<file path="src/rtl/usb_tx_cfg_pkg.sv">
// Transmitter configuration
`default_nettype none

package usb_tx_cfg_pkg;

	localparam int FIFO_DEPTH = 16;
	localparam int PTR_W = $clog2(FIFO_DEPTH);
	localparam int CNT_W = PTR_W + 1;

	// Clocks per line bit
	localparam int BIT_DIV = 4;
	localparam int DIV_W = $clog2(BIT_DIV);
	localparam logic [DIV_W-1:0] DIV_LAST = DIV_W'(BIT_DIV - 1);

	typedef enum logic [3:0] {
		S_IDLE,
		S_SYNC,
		S_PID,
		S_DATA,
		S_CRC_WAIT,
		S_CRC_LO,
		S_CRC_HI,
		S_EOP,
		S_EOP_WAIT
	} tx_state_t;

	typedef enum logic [2:0] {
		SEL_SYNC,
		SEL_PID,
		SEL_DATA,
		SEL_CRC_LO,
		SEL_CRC_HI
	} byte_sel_t;

endpackage

`default_nettype wire

</file>
<file path="src/rtl/usb_proto_pkg.sv">
// USB protocol constants
`default_nettype none

package usb_proto_pkg;

	// Four-bit PID codes, complement is added on the wire
	typedef enum logic [3:0] {
		PID_DATA0 = 4'b0011,
		PID_DATA1 = 4'b1011,
		PID_ACK   = 4'b0010,
		PID_NAK   = 4'b1010,
		PID_STALL = 4'b1110
	} pid_t;

	// KJKJKJKK sent LSB first
	localparam logic [7:0] SYNC_BYTE = 8'h80;

	// x^16 + x^15 + x^2 + 1, bit reversed
	localparam logic [15:0] CRC16_POLY_REV = 16'ha001;
	localparam logic [15:0] CRC16_INIT = 16'hffff;

	// Ones in a row before a stuffed zero
	localparam int STUFF_RUN = 6;

endpackage

`default_nettype wire
</file>
<file path="src/rtl/usb_tx.sv">
// USB full-speed packet transmitter
`timescale 1ns/1ps
`default_nettype none

module usb_tx (
	input wire logic clk,
	input wire logic n_rst,
	input wire logic [7:0] in_data,
	input wire logic in_valid,
	output logic in_ready,
	input wire usb_proto_pkg::pid_t send_pid,
	input wire logic [usb_tx_cfg_pkg::CNT_W-1:0] send_len,
	input wire logic send_valid,
	output logic send_ready,
	output logic dp,
	output logic dm,
	output logic busy
);

	logic rd_en;
	logic [7:0] rd_data;
	logic [usb_tx_cfg_pkg::CNT_W-1:0] count;
	logic crc_clear;
	logic crc_enable;
	logic [15:0] crc;
	usb_tx_cfg_pkg::byte_sel_t byte_sel;
	usb_proto_pkg::pid_t pid_latched;
	logic byte_valid;
	logic byte_ready;
	logic eop_req;
	logic eop_done;

	usb_tx_fifo usb_tx_fifo_inst (
		.clk(clk), .n_rst(n_rst),
		.in_data(in_data), .in_valid(in_valid), .in_ready(in_ready),
		.rd_en(rd_en), .rd_data(rd_data), .count(count)
	);

	usb_tx_crc16 usb_tx_crc16_inst (
		.clk(clk), .n_rst(n_rst),
		.crc_clear(crc_clear), .crc_enable(crc_enable),
		.data(rd_data), .crc(crc)
	);

	usb_tx_encoder usb_tx_encoder_inst (
		.clk(clk), .n_rst(n_rst),
		.byte_sel(byte_sel), .pid(pid_latched), .rd_data(rd_data), .crc(crc),
		.byte_valid(byte_valid), .byte_ready(byte_ready),
		.eop_req(eop_req), .eop_done(eop_done),
		.dp(dp), .dm(dm)
	);

	usb_tx_controller usb_tx_controller_inst (
		.clk(clk), .n_rst(n_rst),
		.send_pid(send_pid), .send_len(send_len),
		.send_valid(send_valid), .send_ready(send_ready),
		.count(count), .rd_en(rd_en),
		.crc_clear(crc_clear), .crc_enable(crc_enable),
		.byte_sel(byte_sel), .pid_latched(pid_latched),
		.byte_valid(byte_valid), .byte_ready(byte_ready),
		.eop_req(eop_req), .eop_done(eop_done),
		.busy(busy)
	);

endmodule

`default_nettype wire

</file>
<file path="src/rtl/usb_tx_controller.sv">
// Packet sequencing controller
`timescale 1ns/1ps
`default_nettype none

module usb_tx_controller (
	input wire logic clk,
	input wire logic n_rst,
	input wire usb_proto_pkg::pid_t send_pid,
	input wire logic [usb_tx_cfg_pkg::CNT_W-1:0] send_len,
	input wire logic send_valid,
	output logic send_ready,
	input wire logic [usb_tx_cfg_pkg::CNT_W-1:0] count,
	output logic rd_en,
	output logic crc_clear,
	output logic crc_enable,
	output usb_tx_cfg_pkg::byte_sel_t byte_sel,
	output usb_proto_pkg::pid_t pid_latched,
	output logic byte_valid,
	input wire logic byte_ready,
	output logic eop_req,
	input wire logic eop_done,
	output logic busy
);

	usb_tx_cfg_pkg::tx_state_t state;
	usb_tx_cfg_pkg::tx_state_t next_state;
	logic [usb_tx_cfg_pkg::CNT_W-1:0] len_left;
	logic [usb_tx_cfg_pkg::CNT_W-1:0] eff_len;
	logic accept;

	function automatic logic is_data_pid(input usb_proto_pkg::pid_t p);
		return (p == usb_proto_pkg::PID_DATA0) || (p == usb_proto_pkg::PID_DATA1);
	endfunction

	// Handshakes carry no payload
	assign eff_len = is_data_pid(send_pid) ? send_len : '0;
	assign send_ready = (state == usb_tx_cfg_pkg::S_IDLE) && (count >= eff_len);
	assign accept = send_valid && send_ready;
	assign busy = (state != usb_tx_cfg_pkg::S_IDLE);

	always_ff @(posedge clk, negedge n_rst) begin
		if (!n_rst) begin
			state <= usb_tx_cfg_pkg::S_IDLE;
			pid_latched <= usb_proto_pkg::PID_ACK;
			len_left <= '0;
		end else begin
			state <= next_state;
			if (accept) begin
				pid_latched <= send_pid;
				len_left <= eff_len;
			end else if (rd_en) begin
				len_left <= len_left - 1;
			end
		end
	end

	always_comb begin
		next_state = state;
		byte_sel = usb_tx_cfg_pkg::SEL_SYNC;
		byte_valid = 1'b0;
		rd_en = 1'b0;
		crc_clear = accept;
		eop_req = 1'b0;
		case (state)
			usb_tx_cfg_pkg::S_IDLE: begin
				if (accept)
					next_state = usb_tx_cfg_pkg::S_SYNC;
			end
			usb_tx_cfg_pkg::S_SYNC: begin
				byte_valid = 1'b1;
				if (byte_ready)
					next_state = usb_tx_cfg_pkg::S_PID;
			end
			usb_tx_cfg_pkg::S_PID: begin
				byte_sel = usb_tx_cfg_pkg::SEL_PID;
				byte_valid = 1'b1;
				if (byte_ready) begin
					if (!is_data_pid(pid_latched))
						next_state = usb_tx_cfg_pkg::S_EOP;
					else if (len_left == 0)
						next_state = usb_tx_cfg_pkg::S_CRC_WAIT;
					else
						next_state = usb_tx_cfg_pkg::S_DATA;
				end
			end
			usb_tx_cfg_pkg::S_DATA: begin
				byte_sel = usb_tx_cfg_pkg::SEL_DATA;
				byte_valid = 1'b1;
				if (byte_ready) begin
					rd_en = 1'b1;
					if (len_left == 1)
						next_state = usb_tx_cfg_pkg::S_CRC_WAIT;
				end
			end
			// Last payload byte folds into the CRC here
			usb_tx_cfg_pkg::S_CRC_WAIT: next_state = usb_tx_cfg_pkg::S_CRC_LO;
			usb_tx_cfg_pkg::S_CRC_LO: begin
				byte_sel = usb_tx_cfg_pkg::SEL_CRC_LO;
				byte_valid = 1'b1;
				if (byte_ready)
					next_state = usb_tx_cfg_pkg::S_CRC_HI;
			end
			usb_tx_cfg_pkg::S_CRC_HI: begin
				byte_sel = usb_tx_cfg_pkg::SEL_CRC_HI;
				byte_valid = 1'b1;
				if (byte_ready)
					next_state = usb_tx_cfg_pkg::S_EOP;
			end
			usb_tx_cfg_pkg::S_EOP: begin
				eop_req = 1'b1;
				next_state = usb_tx_cfg_pkg::S_EOP_WAIT;
			end
			usb_tx_cfg_pkg::S_EOP_WAIT: begin
				if (eop_done)
					next_state = usb_tx_cfg_pkg::S_IDLE;
			end
			default: next_state = usb_tx_cfg_pkg::S_IDLE;
		endcase
	end

	assign crc_enable = rd_en;

endmodule

`default_nettype wire

</file>
<file path="src/rtl/usb_tx_encoder.sv">
// USB line encoder
`timescale 1ns/1ps
`default_nettype none

module usb_tx_encoder (
	input wire logic clk,
	input wire logic n_rst,
	input wire usb_tx_cfg_pkg::byte_sel_t byte_sel,
	input wire usb_proto_pkg::pid_t pid,
	input wire logic [7:0] rd_data,
	input wire logic [15:0] crc,
	input wire logic byte_valid,
	output logic byte_ready,
	input wire logic eop_req,
	output logic eop_done,
	output logic dp,
	output logic dm
);

	logic [7:0] next_byte;
	logic [7:0] sreg;
	logic [3:0] bits_left;
	logic [2:0] ones_cnt;
	logic [usb_tx_cfg_pkg::DIV_W-1:0] div_cnt;
	logic active;
	logic eop_pend;
	// Steps 1 and 2 drive SE0 and step 3 the closing J
	logic [1:0] eop_step;
	logic bit_end;
	logic stuff_bit;

	always_comb begin
		case (byte_sel)
			usb_tx_cfg_pkg::SEL_SYNC: next_byte = usb_proto_pkg::SYNC_BYTE;
			usb_tx_cfg_pkg::SEL_PID: next_byte = {~pid, pid};
			usb_tx_cfg_pkg::SEL_DATA: next_byte = rd_data;
			usb_tx_cfg_pkg::SEL_CRC_LO: next_byte = crc[7:0];
			usb_tx_cfg_pkg::SEL_CRC_HI: next_byte = crc[15:8];
			default: next_byte = usb_proto_pkg::SYNC_BYTE;
		endcase
	end

	// Shifter empty while the last bit is still on the line
	assign byte_ready = (bits_left == 0) && !eop_pend && (eop_step == 0);

	// An idle line can start a bit on any clock
	assign bit_end = !active || (div_cnt == usb_tx_cfg_pkg::DIV_LAST);

	assign stuff_bit = active && (ones_cnt == 3'(usb_proto_pkg::STUFF_RUN));

	always_ff @(posedge clk) begin
		if (byte_valid && byte_ready)
			sreg <= next_byte;
		else if (bit_end && !stuff_bit && bits_left != 0 && eop_step == 0)
			sreg <= sreg >> 1;
	end

	always_ff @(posedge clk, negedge n_rst) begin
		if (!n_rst) begin
			dp <= 1'b1;
			dm <= 1'b0;
			active <= 1'b0;
			div_cnt <= '0;
			bits_left <= '0;
			ones_cnt <= '0;
			eop_pend <= 1'b0;
			eop_step <= '0;
			eop_done <= 1'b0;
		end else begin
			eop_done <= 1'b0;
			div_cnt <= bit_end ? '0 : div_cnt + 1;
			if (eop_req)
				eop_pend <= 1'b1;
			if (byte_valid && byte_ready) begin
				bits_left <= 4'd8;
				if (byte_sel == usb_tx_cfg_pkg::SEL_SYNC)
					ones_cnt <= '0;
			end
			if (bit_end) begin
				if (eop_step == 2'd3) begin
					eop_step <= '0;
					active <= 1'b0;
					eop_done <= 1'b1;
				end else if (eop_step == 2'd2) begin
					dp <= 1'b1;
					dm <= 1'b0;
					eop_step <= 2'd3;
				end else if (eop_step == 2'd1) begin
					eop_step <= 2'd2;
				end else if (stuff_bit) begin
					// Stuffed zero holds the byte back one bit time
					dp <= ~dp;
					dm <= ~dm;
					ones_cnt <= '0;
				end else if (bits_left != 0) begin
					active <= 1'b1;
					bits_left <= bits_left - 1;
					if (sreg[0]) begin
						ones_cnt <= ones_cnt + 1;
					end else begin
						ones_cnt <= '0;
						dp <= ~dp;
						dm <= ~dm;
					end
				end else if (eop_pend) begin
					dp <= 1'b0;
					dm <= 1'b0;
					eop_step <= 2'd1;
					eop_pend <= 1'b0;
				end else begin
					active <= 1'b0;
				end
			end
		end
	end

endmodule

`default_nettype wire

</file>
<file path="src/rtl/usb_tx_crc16.sv">
// Payload CRC16 generator
`timescale 1ns/1ps
`default_nettype none

module usb_tx_crc16 (
	input wire logic clk,
	input wire logic n_rst,
	input wire logic crc_clear,
	input wire logic crc_enable,
	input wire logic [7:0] data,
	output logic [15:0] crc
);

	logic [15:0] crc_reg;
	logic [15:0] crc_next;

	// Whole byte per clock, LSB first
	always_comb begin
		crc_next = crc_reg;
		for (int i = 0; i < 8; i++) begin
			if (crc_next[0] ^ data[i])
				crc_next = (crc_next >> 1) ^ usb_proto_pkg::CRC16_POLY_REV;
			else
				crc_next = crc_next >> 1;
		end
	end

	always_ff @(posedge clk, negedge n_rst) begin
		if (!n_rst)
			crc_reg <= usb_proto_pkg::CRC16_INIT;
		else if (crc_clear)
			crc_reg <= usb_proto_pkg::CRC16_INIT;
		else if (crc_enable)
			crc_reg <= crc_next;
	end

	assign crc = ~crc_reg;

endmodule

`default_nettype wire

</file>
<file path="src/rtl/usb_tx_fifo.sv">
// Payload byte buffer
`timescale 1ns/1ps
`default_nettype none

module usb_tx_fifo (
	input wire logic clk,
	input wire logic n_rst,
	input wire logic [7:0] in_data,
	input wire logic in_valid,
	output logic in_ready,
	input wire logic rd_en,
	output logic [7:0] rd_data,
	output logic [usb_tx_cfg_pkg::CNT_W-1:0] count
);

	logic [7:0] mem [usb_tx_cfg_pkg::FIFO_DEPTH];
	logic [usb_tx_cfg_pkg::PTR_W-1:0] wr_ptr;
	logic [usb_tx_cfg_pkg::PTR_W-1:0] rd_ptr;
	logic wr_en;

	// Depth is a power of two, so the top count bit means full
	assign in_ready = !count[usb_tx_cfg_pkg::CNT_W-1];
	assign wr_en = in_valid && in_ready;
	assign rd_data = mem[rd_ptr];

	always_ff @(posedge clk) begin
		if (wr_en)
			mem[wr_ptr] <= in_data;
	end

	always_ff @(posedge clk, negedge n_rst) begin
		if (!n_rst) begin
			wr_ptr <= '0;
			rd_ptr <= '0;
			count <= '0;
		end else begin
			if (wr_en)
				wr_ptr <= wr_ptr + 1;
			if (rd_en)
				rd_ptr <= rd_ptr + 1;
			case ({wr_en, rd_en})
				2'b10: count <= count + 1;
				2'b01: count <= count - 1;
				default: count <= count;
			endcase
		end
	end

endmodule

`default_nettype wire

</file>
<file path="config.mk">
export PLATFORM = sky130hd
export DESIGN_NAME = usb_tx
export DESIGN_NICKNAME = d
export VERILOG_FILES = /design/src/rtl/usb_tx_cfg_pkg.sv /design/src/rtl/usb_proto_pkg.sv /design/src/rtl/usb_tx.sv /design/src/rtl/usb_tx_controller.sv /design/src/rtl/usb_tx_encoder.sv /design/src/rtl/usb_tx_crc16.sv /design/src/rtl/usb_tx_fifo.sv
export SDC_FILE = /design/constraint.sdc
export NUM_CORES = 1
export LEC_CHECK = 0
export ABC_AREA = 1
export BUFFER_PORTS_ARGS = -buffer_cell sky130_fd_sc_hd__buf_4
export CAP_MARGIN = 20
export CORE_ASPECT_RATIO = 1.1
export CORE_UTILIZATION = 50
export DETAILED_ROUTE_END_ITERATION = 10
export PLACE_DENSITY = 0.75
export SYNTH_ARGS = -nofsm -noshare
export SYNTH_HDL_FRONTEND = slang
export SYNTH_SLANG_ARGS = --single-unit
</file>
<file path="constraint.sdc">
create_clock -name clk -period 2.9 [get_ports clk]
set_input_delay 0.58 -clock clk [delete_from_list [all_inputs] [get_ports clk]]
set_output_delay 0.58 -clock clk [all_outputs]
set_load 0.05 [all_outputs]
</file>
Word level (Yosys, flattened, before mapping)
Memories as Yosys holds them, arrays and structs flattened.
Cells that the tools add are included.
Operators by class
  add/subtract/negate cells: 8
  magnitude comparators: 1
  equal/unequal tests: 40
  muxes and demuxes: 85
  bitwise gates (word level): 21
  reductions and logical operators: 34
Operator list (number)
  2-to-1 mux 16 bit: 10
  2-to-1 mux 4 bit: 16
  one-hot mux 4 bit (9 select lines): 1
  2-to-1 mux 1 bit: 33
  one-hot mux 8 bit (4 select lines): 1
  2-to-1 mux 3 bit: 10
  inverter 2 -> 3 bit: 8
  == test 4 x 2 -> 1 bit (second input constant): 4
  == test 4 x 3 -> 1 bit (second input constant): 4
  2-to-1 mux 8 bit: 2
  inequality test 2 bit (second input constant): 8
  inverter 16 bit: 1
  nonzero test 4 bit: 4
  2-to-1 mux 5 bit: 3
  2-to-1 mux 2 bit: 7
  == test 4 bit (second input constant): 3
  inequality test 4 bit (second input constant): 3
  one-hot mux 3 bit (4 select lines): 1
  logical AND 1 bit: 10
  one-hot mux 5 bit (2 select lines): 1
  AND reduction 5 bit: 2
  subtractor 5 x 1 -> 5 bit (second input constant): 2
  adder 4 x 1 -> 4 bit (second input constant): 2
  == test 2 bit (second input constant): 4
  other kinds (26): 49
Storage, ports and cells
  register bits after elaboration: 66
  bits in writable memories: 128
  output and inout port bits: 5
  logic and storage cells: 207
  memories kept: 1
Memories
  usb_tx_fifo_inst.mem: depth 16, width 8, rd ports 1, clocked after memory_dff 0, wr ports 1, RTL line usb_tx_fifo.sv:16  | logic [7:0] mem [usb_tx_cfg_pkg::FIFO_DEPTH];

Depth between registers and ports, before layout
Gate-level depths: netlist of run 1.
An unclocked memory read counts as a cell.
  word-level depth: 19
  gate-level depth with buffers: 26
  gate-level depth less buffers: 24

Hierarchy
A second synthesis of run 1 with hierarchy kept.
Unflattened totals
  cells, all modules: 1048
  area total of the unflattened synthesis: 9794.4 um^2
Modules (own cells, without submodules)
  usb_tx_fifo: instances 1, cells an instance 513, area each 5954.5 um^2, sequential area each 4169.0 um^2
  usb_tx_encoder: instances 1, cells an instance 245, area each 1725.4 um^2, sequential area each 641.9 um^2
  usb_tx_controller: instances 1, cells an instance 160, area each 1108.6 um^2, sequential area each 326.6 um^2
  usb_tx_crc16: instances 1, cells an instance 130, area each 1006.0 um^2, sequential area each 420.4 um^2

Worst setup path after synthesis of run 1
No wires, ideal clock.
  path type: input port to flip-flop
  start: input send_pid[0]
  end: register usb_tx_controller_inst.state[2]
  setup time: 0.131 ns
  arrival: 3.324 ns
  setup slack: -0.556 ns
  stages on the path: 14
  cell sequence: inv_1 -> nor3_1 -> nand2_1 -> ha_1 -> o21a_1 -> o21a_1 -> o21a_1 -> o21ai_0 -> a21oi_1 -> nand2_1 -> inv_1 -> o21ai_0 -> nor4_1 -> a21oi_1
On the way
  longest elaborated chain between the ends: 8
  elaborated cells on any way between the ends: 9
  those cells by class: order compare: 1; eq/ne: 3; mux: 1; reduce/logical: 4
RTL lines
  start, declared: RTL line usb_tx.sv:11  | input wire usb_proto_pkg::pid_t send_pid,
  == test 4 x 2 -> 1 bit or == test 4 bit (tied branches): RTL line usb_tx_controller.sv:32  | return (p == usb_proto_pkg::PID_DATA0) || (p == usb_proto_pkg::PID_DATA1);
  logical OR 1 bit *: RTL line usb_tx_controller.sv:32
  2-to-1 mux 5 bit *: RTL line usb_tx_controller.sv:36  | assign eff_len = is_data_pid(send_pid) ? send_len : '0;
  >= comparator 5 bit *: RTL line usb_tx_controller.sv:37  | assign send_ready = (state == usb_tx_cfg_pkg::S_IDLE) && (count >= eff_len);
  logical AND 1 bit *: RTL line usb_tx_controller.sv:37
  named net send_ready: RTL line usb_tx.sv:14  | output logic send_ready,
  logical AND 1 bit *: RTL line usb_tx_controller.sv:38  | assign accept = send_valid && send_ready;
  inequality test 2 bit (no source line) *
  AND reduction 8 bit (no source line) *
  end signal, assigned: RTL line usb_tx_controller.sv:43  | state <= usb_tx_cfg_pkg::S_IDLE;
  end signal, assigned: RTL line usb_tx_controller.sv:47  | state <= next_state;
  end, declared: RTL line usb_tx_controller.sv:25  | usb_tx_cfg_pkg::tx_state_t state;
The timed path passes the listed nets; every way through them passes the cells marked *.
A chain may end at the register's enable or synchronous reset.

Worst setup path after layout of run 1
  start: register usb_tx_fifo_inst.rd_ptr[0] (netlist bit)
  end: register usb_tx_crc16_inst.crc_reg[13]
On the way
  longest elaborated chain between the ends: 19
  elaborated cells on any way between the ends: 20
  those cells by class: mux: 10; bitwise: 9; memory: 1
RTL lines
  start, declared: RTL line usb_tx_fifo.sv:18  | logic [usb_tx_cfg_pkg::PTR_W-1:0] rd_ptr;
  start signal, assigned: RTL line usb_tx_fifo.sv:40  | rd_ptr <= rd_ptr + 1;
  memory read (16 x 8 bit) *
  XOR 1 bit: RTL line usb_tx_crc16.sv:21  | if (crc_next[0] ^ data[i])
  2-to-1 mux 16 bit: RTL line usb_tx_crc16.sv:21
  XOR 1 bit: RTL line usb_tx_crc16.sv:21
  2-to-1 mux 16 bit: RTL line usb_tx_crc16.sv:21
  XOR 1 bit: RTL line usb_tx_crc16.sv:21
  2-to-1 mux 16 bit: RTL line usb_tx_crc16.sv:21
  XOR 1 bit: RTL line usb_tx_crc16.sv:21
  [3 not listed]
  XOR 1 bit: RTL line usb_tx_crc16.sv:21
  2-to-1 mux 16 bit: RTL line usb_tx_crc16.sv:21
  XOR 1 bit: RTL line usb_tx_crc16.sv:21
  2-to-1 mux 16 bit: RTL line usb_tx_crc16.sv:21
  XOR 1 bit: RTL line usb_tx_crc16.sv:21
  2-to-1 mux 16 bit *: RTL line usb_tx_crc16.sv:21
  2-to-1 mux 16 bit *: RTL line usb_tx_crc16.sv:33  | else if (crc_enable)
  2-to-1 mux 16 bit *: RTL line usb_tx_crc16.sv:31  | else if (crc_clear)
  end signal, assigned: RTL line usb_tx_crc16.sv:30  | crc_reg <= usb_proto_pkg::CRC16_INIT;
  end signal, assigned: RTL line usb_tx_crc16.sv:32  | crc_reg <= usb_proto_pkg::CRC16_INIT;
  end signal, assigned: RTL line usb_tx_crc16.sv:34  | crc_reg <= crc_next;
  end, declared: RTL line usb_tx_crc16.sv:14  | logic [15:0] crc_reg;
Every way passes the cells marked *; elsewhere a longest branch is shown, timed or not. The select of a mux whose other input is x is not followed.

==> results of run 1 <==
==> critical path, stage by stage, from the launching register on <==
cell and delay, ns:
dfrtp_2 0.47, buf_6 0.14, buf_4 0.12, clkbuf_16 0.18, o21ai_0 0.10, o221ai_1 0.33
nand3_1 0.22, nand2_1 0.16, xor2_2 0.26, inv_1 0.13, nand3_2 0.13, nand3_4 0.11
nand2_4 0.11, nand2_2 0.07, nand3_1 0.10, nand3_1 0.08, nand2_1 0.07, inv_1 0.04
==> routing by layer <==
metal  routed length (um)  vias up  GRT usage
met2                11110      264     0.3735
met4                  755        0     0.1047
met5                    0        -          0
met1                 8826     3211     0.2874
met3                 1261       60    0.03669
li1                     -     3231          -
==> final cells by class <==
cell class                      count  share of cell area
Tap cell                          238             0.02714
Timing Repair Buffer               82             0.06364
Inverter                          107             0.03798
Multi-Input combinational cell    572              0.3065
Timing Repair inverter              1            0.001483
Clock buffer                       17             0.03878
Clock inverter                     15             0.01779
Sequential cell                   194              0.5067
==> power by group <==
group	leakage, nW	internal [W]	total (W)	switching (W)
Sequential	1.90	0.00353	0.00389	0.000361
Combinational	2.35	0.00131	0.00363	0.00231
Clock	0.298	0.00119	0.00242	0.00123
Total	4.55	0.00603	0.00993	0.00390
==> repair_timing <==
action                                  CTS  global route
pin swaps                                 0            22
gates resized for setup                   2            60
gates cloned                              0             3
endpoints found under the setup margin    1             8
buffers inserted                          0            13
==> cell usage in the layout, fill, tap and decap left out, types with 4 or more instances in the layout <==
master | synthesis | final
inv_2 | 3 | 5
o221ai_1 | 10 | 10
ha_1 | 26 | 24
nand3_1 | 59 | 48
nor2_2 | 3 | 6
inv_8 | 1 | 5
dfstp_2 | 18 | 18
inv_1 | 101 | 98
o22ai_1 | 13 | 13
nand3_2 | 7 | 12
o211ai_1 | 17 | 17
buf_4 | 5 | 72
dfrtp_1 | 40 | 39
nand3_4 | 1 | 7
a31oi_1 | 5 | 5
nor3_1 | 5 | 4
clkbuf_16 | 0 | 19
nand2_1 | 158 | 148
buf_6 | 5 | 6
clkinv_8 | 0 | 7
o21ai_0 | 70 | 68
xor2_1 | 18 | 17
a221oi_1 | 6 | 6
nand2_2 | 11 | 16
edfxtp_1 | 136 | 136
nand2_4 | 0 | 5
nor2_1 | 104 | 100
o21ai_1 | 10 | 11
a21oi_1 | 20 | 19
==> stage by stage <==
step                      setup TNS [ns]    util  area (um^2)  hold slack (ns)  std cells
after floorplan                        0       -         9313           0.2844        901
after global placement           -0.1215  0.5530         9916           0.4230       1178
after detailed placement         -0.4545  0.5530         9916           0.4266       1178
after CTS                              0  0.5882        10550           0.2273       1210
after global routing             -0.5548  0.6118        10970           0.2674       1226
final                        -0.00009837  0.6118        10970           0.2066       1226
==> final timing paths <==
path,depth (start not counted),to,slack [ns],from
min in group clk,3,usb_tx_controller_inst.pid_latched[3]$_DFFE_PN0P_,0.35,send_pid[3]
worst max register to register,17,usb_tx_crc16_inst.crc_reg[13]$_DFFE_PN1P_,-0.0001,usb_tx_fifo_inst.rd_ptr[0]$_DFFE_PN0P_
worst min-delay path,1,usb_tx_encoder_inst.ones_cnt[0]$_DFF_PN0_,0.21,n_rst
worst max-delay path,17,usb_tx_crc16_inst.crc_reg[13]$_DFFE_PN1P_,-0.0001,usb_tx_fifo_inst.rd_ptr[0]$_DFFE_PN0P_
max in group asynchronous,1,usb_tx_fifo_inst.rd_ptr[0]$_DFFE_PN0P_,2.13,n_rst
worst min register to register,1,usb_tx_encoder_inst.div_cnt[0]$_DFF_PN0_,0.43,usb_tx_encoder_inst.div_cnt[0]$_DFF_PN0_
==> cells by family after synthesis <==
group | Yosys count
simple gates | 355
flops | 194
compound gates | 166
buf+inv | 135
fa+ha+maj | 27
xor+xnor | 23
mux | 1
==> summary.txt, run 1 <==
floorplan core area: 17,930 um^2
main combinational cell family by area after synthesis: simple AND/OR/NAND/NOR gates
largest net degree at the start of global routing: 59
Worst slew margin: 0.4846
Post-route DRC: 0
final worst clock skew: 0.01301 ns
post-route ant nets: 0
sequential fraction of the synthesis area: 0.5978
Pleak: 4.545 nW
simple-gate share of the synthesized area: 0.1639
Post-synth top cells: nand2_1, edfxtp_1, nor2_1, inv_1, o21ai_0
CTS Root Cell: clkbuf_16
Post-Synth XOR/XNOR Area: 0.02328
Initial Util: 0.5185
H-tree depth: 4
io pins: 26
worst skew pair latency: 0.45 ns
Max-Cap Viols: 0
Routed WL: 21,950 um
WP data required: 3.28 ns
ANT cells: 0
vias in the first global route: 6,321
gr ovfl total: 0
proportion of synthesized area in mux cells: 0.001211
synthesized area: 9296 um^2
placer congestion estimate: 0.9079
Cell Pwr Density: 905.0 nW/um^2
Main synth FF type: edfxtp_1
status: finished with violations
Pwr Total: 0.009929 W
1st-iter DRT viols: 773
first-pass GRT wire length: 32,680 um
Yosys warnings: 0
period utilization: 1.000
Yosys top cell area share: 0.4393
GRT Util Overall: 0.2247
Filler cells: 1,423
top-count cell post-synth: nand2_1
routed len/inst: 17.90 um
violated checks: negative setup slack
CTS tree: built
Post-synth EDFFs: 136
Netlist cell types: 50
multi-input logic area: 3362 um^2
compound-gate portion of the synthesized area: 0.1085
vias per inst: 5.519
Synth area leaders: edfxtp_1, dfrtp_1, nand2_1, dfstp_2, nor2_1
die area: 19,140 um^2
ys async rst share: 0.2990
FF/Latch Area: 5559 um^2
CP max FO: 23
CP Class: reg2reg
PortBufs: 25
max reg flops: 128
CTS Buf Count: 17
Post-Syn Nets: 949
Slew Viols, Final: 0
biggest area consumer among synthesized cells: edfxtp_1
via count: 6,766
Synth Register Bits: 194
worst slew pin tran: 0.7731 ns
Clock Sink Count: 194
Max Freq: 344.8 MHz
Avg Synthesized Cell Area: 10.32 um^2
initial antenna violation count: 0
cts hold-fix bufs: 0
Die X: 132.0 um
crit start category: flip-flop
Clock Path Buffers: 2
Worst EP arrival: 3.28 ns
adder and majority gate portion of the synthesized area: 0.03715
fin worst setup slack: -0.00009837 ns
hold crit path type: in2async
final hold vios: 0
Place WS: -0.1160 ns
fin crit period: 2.900 ns
std cell rows: 51
Peak VDD IR: 0.5563 mV
Post-Syn Instances: 901
dpl hpwl: 13,770 um
endpoints failing setup: 1
CTS clk-pin slew, worst paths: 0.07 ns
layout net count: 1,023
Synth-to-Final Area Change: 18.01%
Die H: 145.0 um
crit end category: flip-flop
RSZ-0062 raised after global routing: yes
Pre-antenna DRT Iters: 5
share of layout cells above drive strength 1: 0.2055
Note: power is estimated with default switching activity, not from simulation.
==> run 2, diff against run 1 <==
--- a/config.mk
+++ b/config.mk
@@ -8,10 +8,12 @@
 export ABC_AREA = 1
 export BUFFER_PORTS_ARGS = -buffer_cell sky130_fd_sc_hd__buf_4
 export CAP_MARGIN = 20
+export CELL_PAD_IN_SITES_DETAIL_PLACEMENT = 1
+export CELL_PAD_IN_SITES_GLOBAL_PLACEMENT = 1
 export CORE_ASPECT_RATIO = 1.1
-export CORE_UTILIZATION = 50
+export CORE_UTILIZATION = 45
 export DETAILED_ROUTE_END_ITERATION = 10
-export PLACE_DENSITY = 0.75
+export PLACE_DENSITY = 0.82
 export SYNTH_ARGS = -nofsm -noshare
 export SYNTH_HDL_FRONTEND = slang
 export SYNTH_SLANG_ARGS = --single-unit
==> summary.txt, run 2 (same netlist as run 1, synthesis figures left out) <==
status: finished with violations
violated checks: design-rule violations, negative setup slack
Slew Viols, Final: 0 (unchanged)
most frequent cells in the layout: nand2_1, edfxtp_1, nor2_1, inv_1, buf_4
ANT cells: 0 (unchanged)
CP max FO: 11 (-52%)
CTS Buf Count: 17 (unchanged)
non-filler cells, final: 1,267 (+3.3%)
final worst clock skew: 0.01473 ns (+0.001717 ns)
Min Hold Slack: 0.2157 ns (+0.009085 ns)
hold crit path type: in2async
max reg flops: 128 (unchanged)
Pre-antenna DRT Iters: 10 (+5)
Synth-to-Final Area Change: 22.54%
layout net count: 1,050 (+2.6%)
Max-Cap Viols: 0 (unchanged)
period utilization: 1.055 (+0.05449)
crit start category: flip-flop
Initial Util: 0.4633 (-0.05518)
most common cell after layout, fill and taps aside: nand2_1
slowest cell delay on critical path: 0.49 ns (+0.02 ns)
Crit. Startpoint: usb_tx_fifo_inst.rd_ptr[0]$_DFFE_PN0P_
std cell rows: 54 (+5.9%)
endpoints failing setup: 6 (+5)
vias in the first global route: 7,476 (+18%)
share of layout cells above drive strength 1: 0.2483 (+0.04281)
CTS clk-pin slew, worst paths: 0.08 ns (about the same)
Switching Fraction: 0.4037 (+0.01098)
worst slew pin tran: 0.8049 ns (+0.03179 ns)
Critical R2R Launch: usb_tx_fifo_inst.rd_ptr[0]$_DFFE_PN0P_
Post-route DRC: 1 (+1)
first-pass GRT wire length: 40,540 um (+24%)
final hold vios: 0 (unchanged)
dpl hpwl: 17,340 um (+26%)
CTS tree: built
CP Class: reg2reg
Die H: 152.7 um (+5.3%)
RSZ-0062 raised after global routing: yes
Sw Pwr: 0.004293 W (+10%)
largest net degree at the start of global routing: 59 (unchanged)
fin worst setup slack: -0.1581 ns (-0.1580 ns)
Place WS: -0.1365 ns (-0.02052 ns)
Comb power frac: 0.404 (+0.039)
worst skew pair latency: 0.45 ns (about the same)
share of total power in the clock network: 0.228 (-0.015)
Clock Path Buffers: 2 (unchanged)
GRT Util Overall: 0.2530 (+0.02828)
fin crit period: 3.058 ns (+0.1580 ns)
io pins: 26 (unchanged)
WP data required: 3.27 ns (about the same)
gr ovfl total: 0 (unchanged)
Peak VDD IR: 0.5656 mV (+1.7%)
PortBufs: 25 (unchanged)
Worst EP arrival: 3.43 ns (+0.15 ns)
Clock Sink Count: 194 (unchanged)
1st-iter DRT viols: 441 (-43%)
post-route ant nets: 0 (unchanged)
routed len/inst: 22.54 um (+26%)
Pint: 0.006340 W (+5.2%)
Crit-path slowest cell: dfrtp_4
worst-path cell chain: buf_8 -> clkbuf_16 -> o21ai_0 -> o211ai_1 -> nand3_1 -> nand2_2 -> xor2_4 -> inv_2 -> nand3_4 -> nand3_4 -> nand2_4 -> nand2_2 -> nand3_4 -> nand3_2 -> nand3_2 -> nand3_2 -> nand2_1 -> inv_1
cell count after placement: 1,210 (+2.7%)
via count: 7,214 (+6.6%)
vias per inst: 5.694 (+3.2%)
Cell Pwr Density: 933.3 nW/um^2 (+3.1%)
register share of total power: 0.368 (-0.023)
Pleak: 4.747 nW (+4.4%)
floorplan core area: 20,070 um^2 (+12%)
Routed WL: 28,560 um (+30%)
initial antenna violation count: 0 (unchanged)
Die X: 139.0 um (+5.3%)
crit end category: flip-flop
Max Freq: 327.0 MHz (-5.2%)
CTS Root Cell: clkbuf_16
cts hold-fix bufs: 0 (unchanged)
H-tree depth: 4 (unchanged)
placer congestion estimate: 0.8199 (-9.7%)
Worst slew margin: 0.4634 (-0.02119)
die area: 21,240 um^2 (+11%)
## run 2: through the flow
step	total power (W)	util	TNS, ns	cell area, um^2
2_1_floorplan	0.006174	-	0	9313
3_3_place_gp	0.007027	0.5024	-0.02250	10080
3_5_place_dp	0.007234	0.5024	-1.555	10080
4_1_cts	0.009750	0.5362	0	10760
5_1_grt	0.01115	0.5677	-1.365	11390
6_report	0.01063	0.5677	-0.4289	11390
## run 2: layout make-up
class / count / area [um^2]
clock buffers: 17 / 425.4
clock inverters: 15 / 161.4
fillers: 2133 / 8675
inverters: 107 / 421.7
multi-input cells: 572 / 3526
flip-flops and latches: 194 / 5562
well taps: 252 / 315.3
repair buffers: 107 / 947.2
repair inverters: 3 / 33.78
## run 2: timing repair
item                       in CTS  in global routing
cloned                          1                  5
setup buffers                   3                 16
resized for setup               9                100
setup endpoints to repair       6                 11
pin swaps                       7                 41
## run 2: per-layer routing
layer  up-vias  wire length (um)  global-route usage
met2       189             15450              0.4586
met3        60              1003             0.04085
met4         0               808              0.1053
met1      3680             11300              0.2968
met5         -                 0                   0
li1       3285                 -                   -
## run 2: worst paths after layout
kind | cells after the start | to | slack (ns)
max | 18 | usb_tx_crc16_inst.crc_reg[13]$_DFFE_PN1P_ | -0.16
min | 1 | usb_tx_fifo_inst.rd_ptr[3]$_DFFE_PN0P_ | 0.22
max reg2reg | 18 | usb_tx_crc16_inst.crc_reg[13]$_DFFE_PN1P_ | -0.16
min reg2reg | 1 | usb_tx_encoder_inst.div_cnt[0]$_DFF_PN0_ | 0.44
max in group asynchronous | 1 | usb_tx_fifo_inst.rd_ptr[0]$_DFFE_PN0P_ | 2.07
min in group clk | 3 | usb_tx_controller_inst.pid_latched[1]$_DFFE_PN1P_ | 0.35
## run 2: power groups by stage
stage / Sequential (W) / Clock, W / Combinational [W]
2_1_floorplan: 0.00385 / 0 / 0.00232
3_3_place_gp: 0.00390 / 0 / 0.00313
3_5_place_dp: 0.00393 / 0 / 0.00330
4_1_cts: 0.00389 / 0.00241 / 0.00346
5_1_grt: 0.00396 / 0.00252 / 0.00467
6_report: 0.00391 / 0.00243 / 0.00430
## run 2: worst max-delay path: cells and delay by family (launching register included)
family / cells / cell delay [ns]
XOR/XNOR: 1 / 0.23
AND/OR/NAND/NOR: 11 / 1.38
flip-flops: 1 / 0.49
AO/OA/AOI/OAI: 2 / 0.39
buffers and inverters: 4 / 0.48
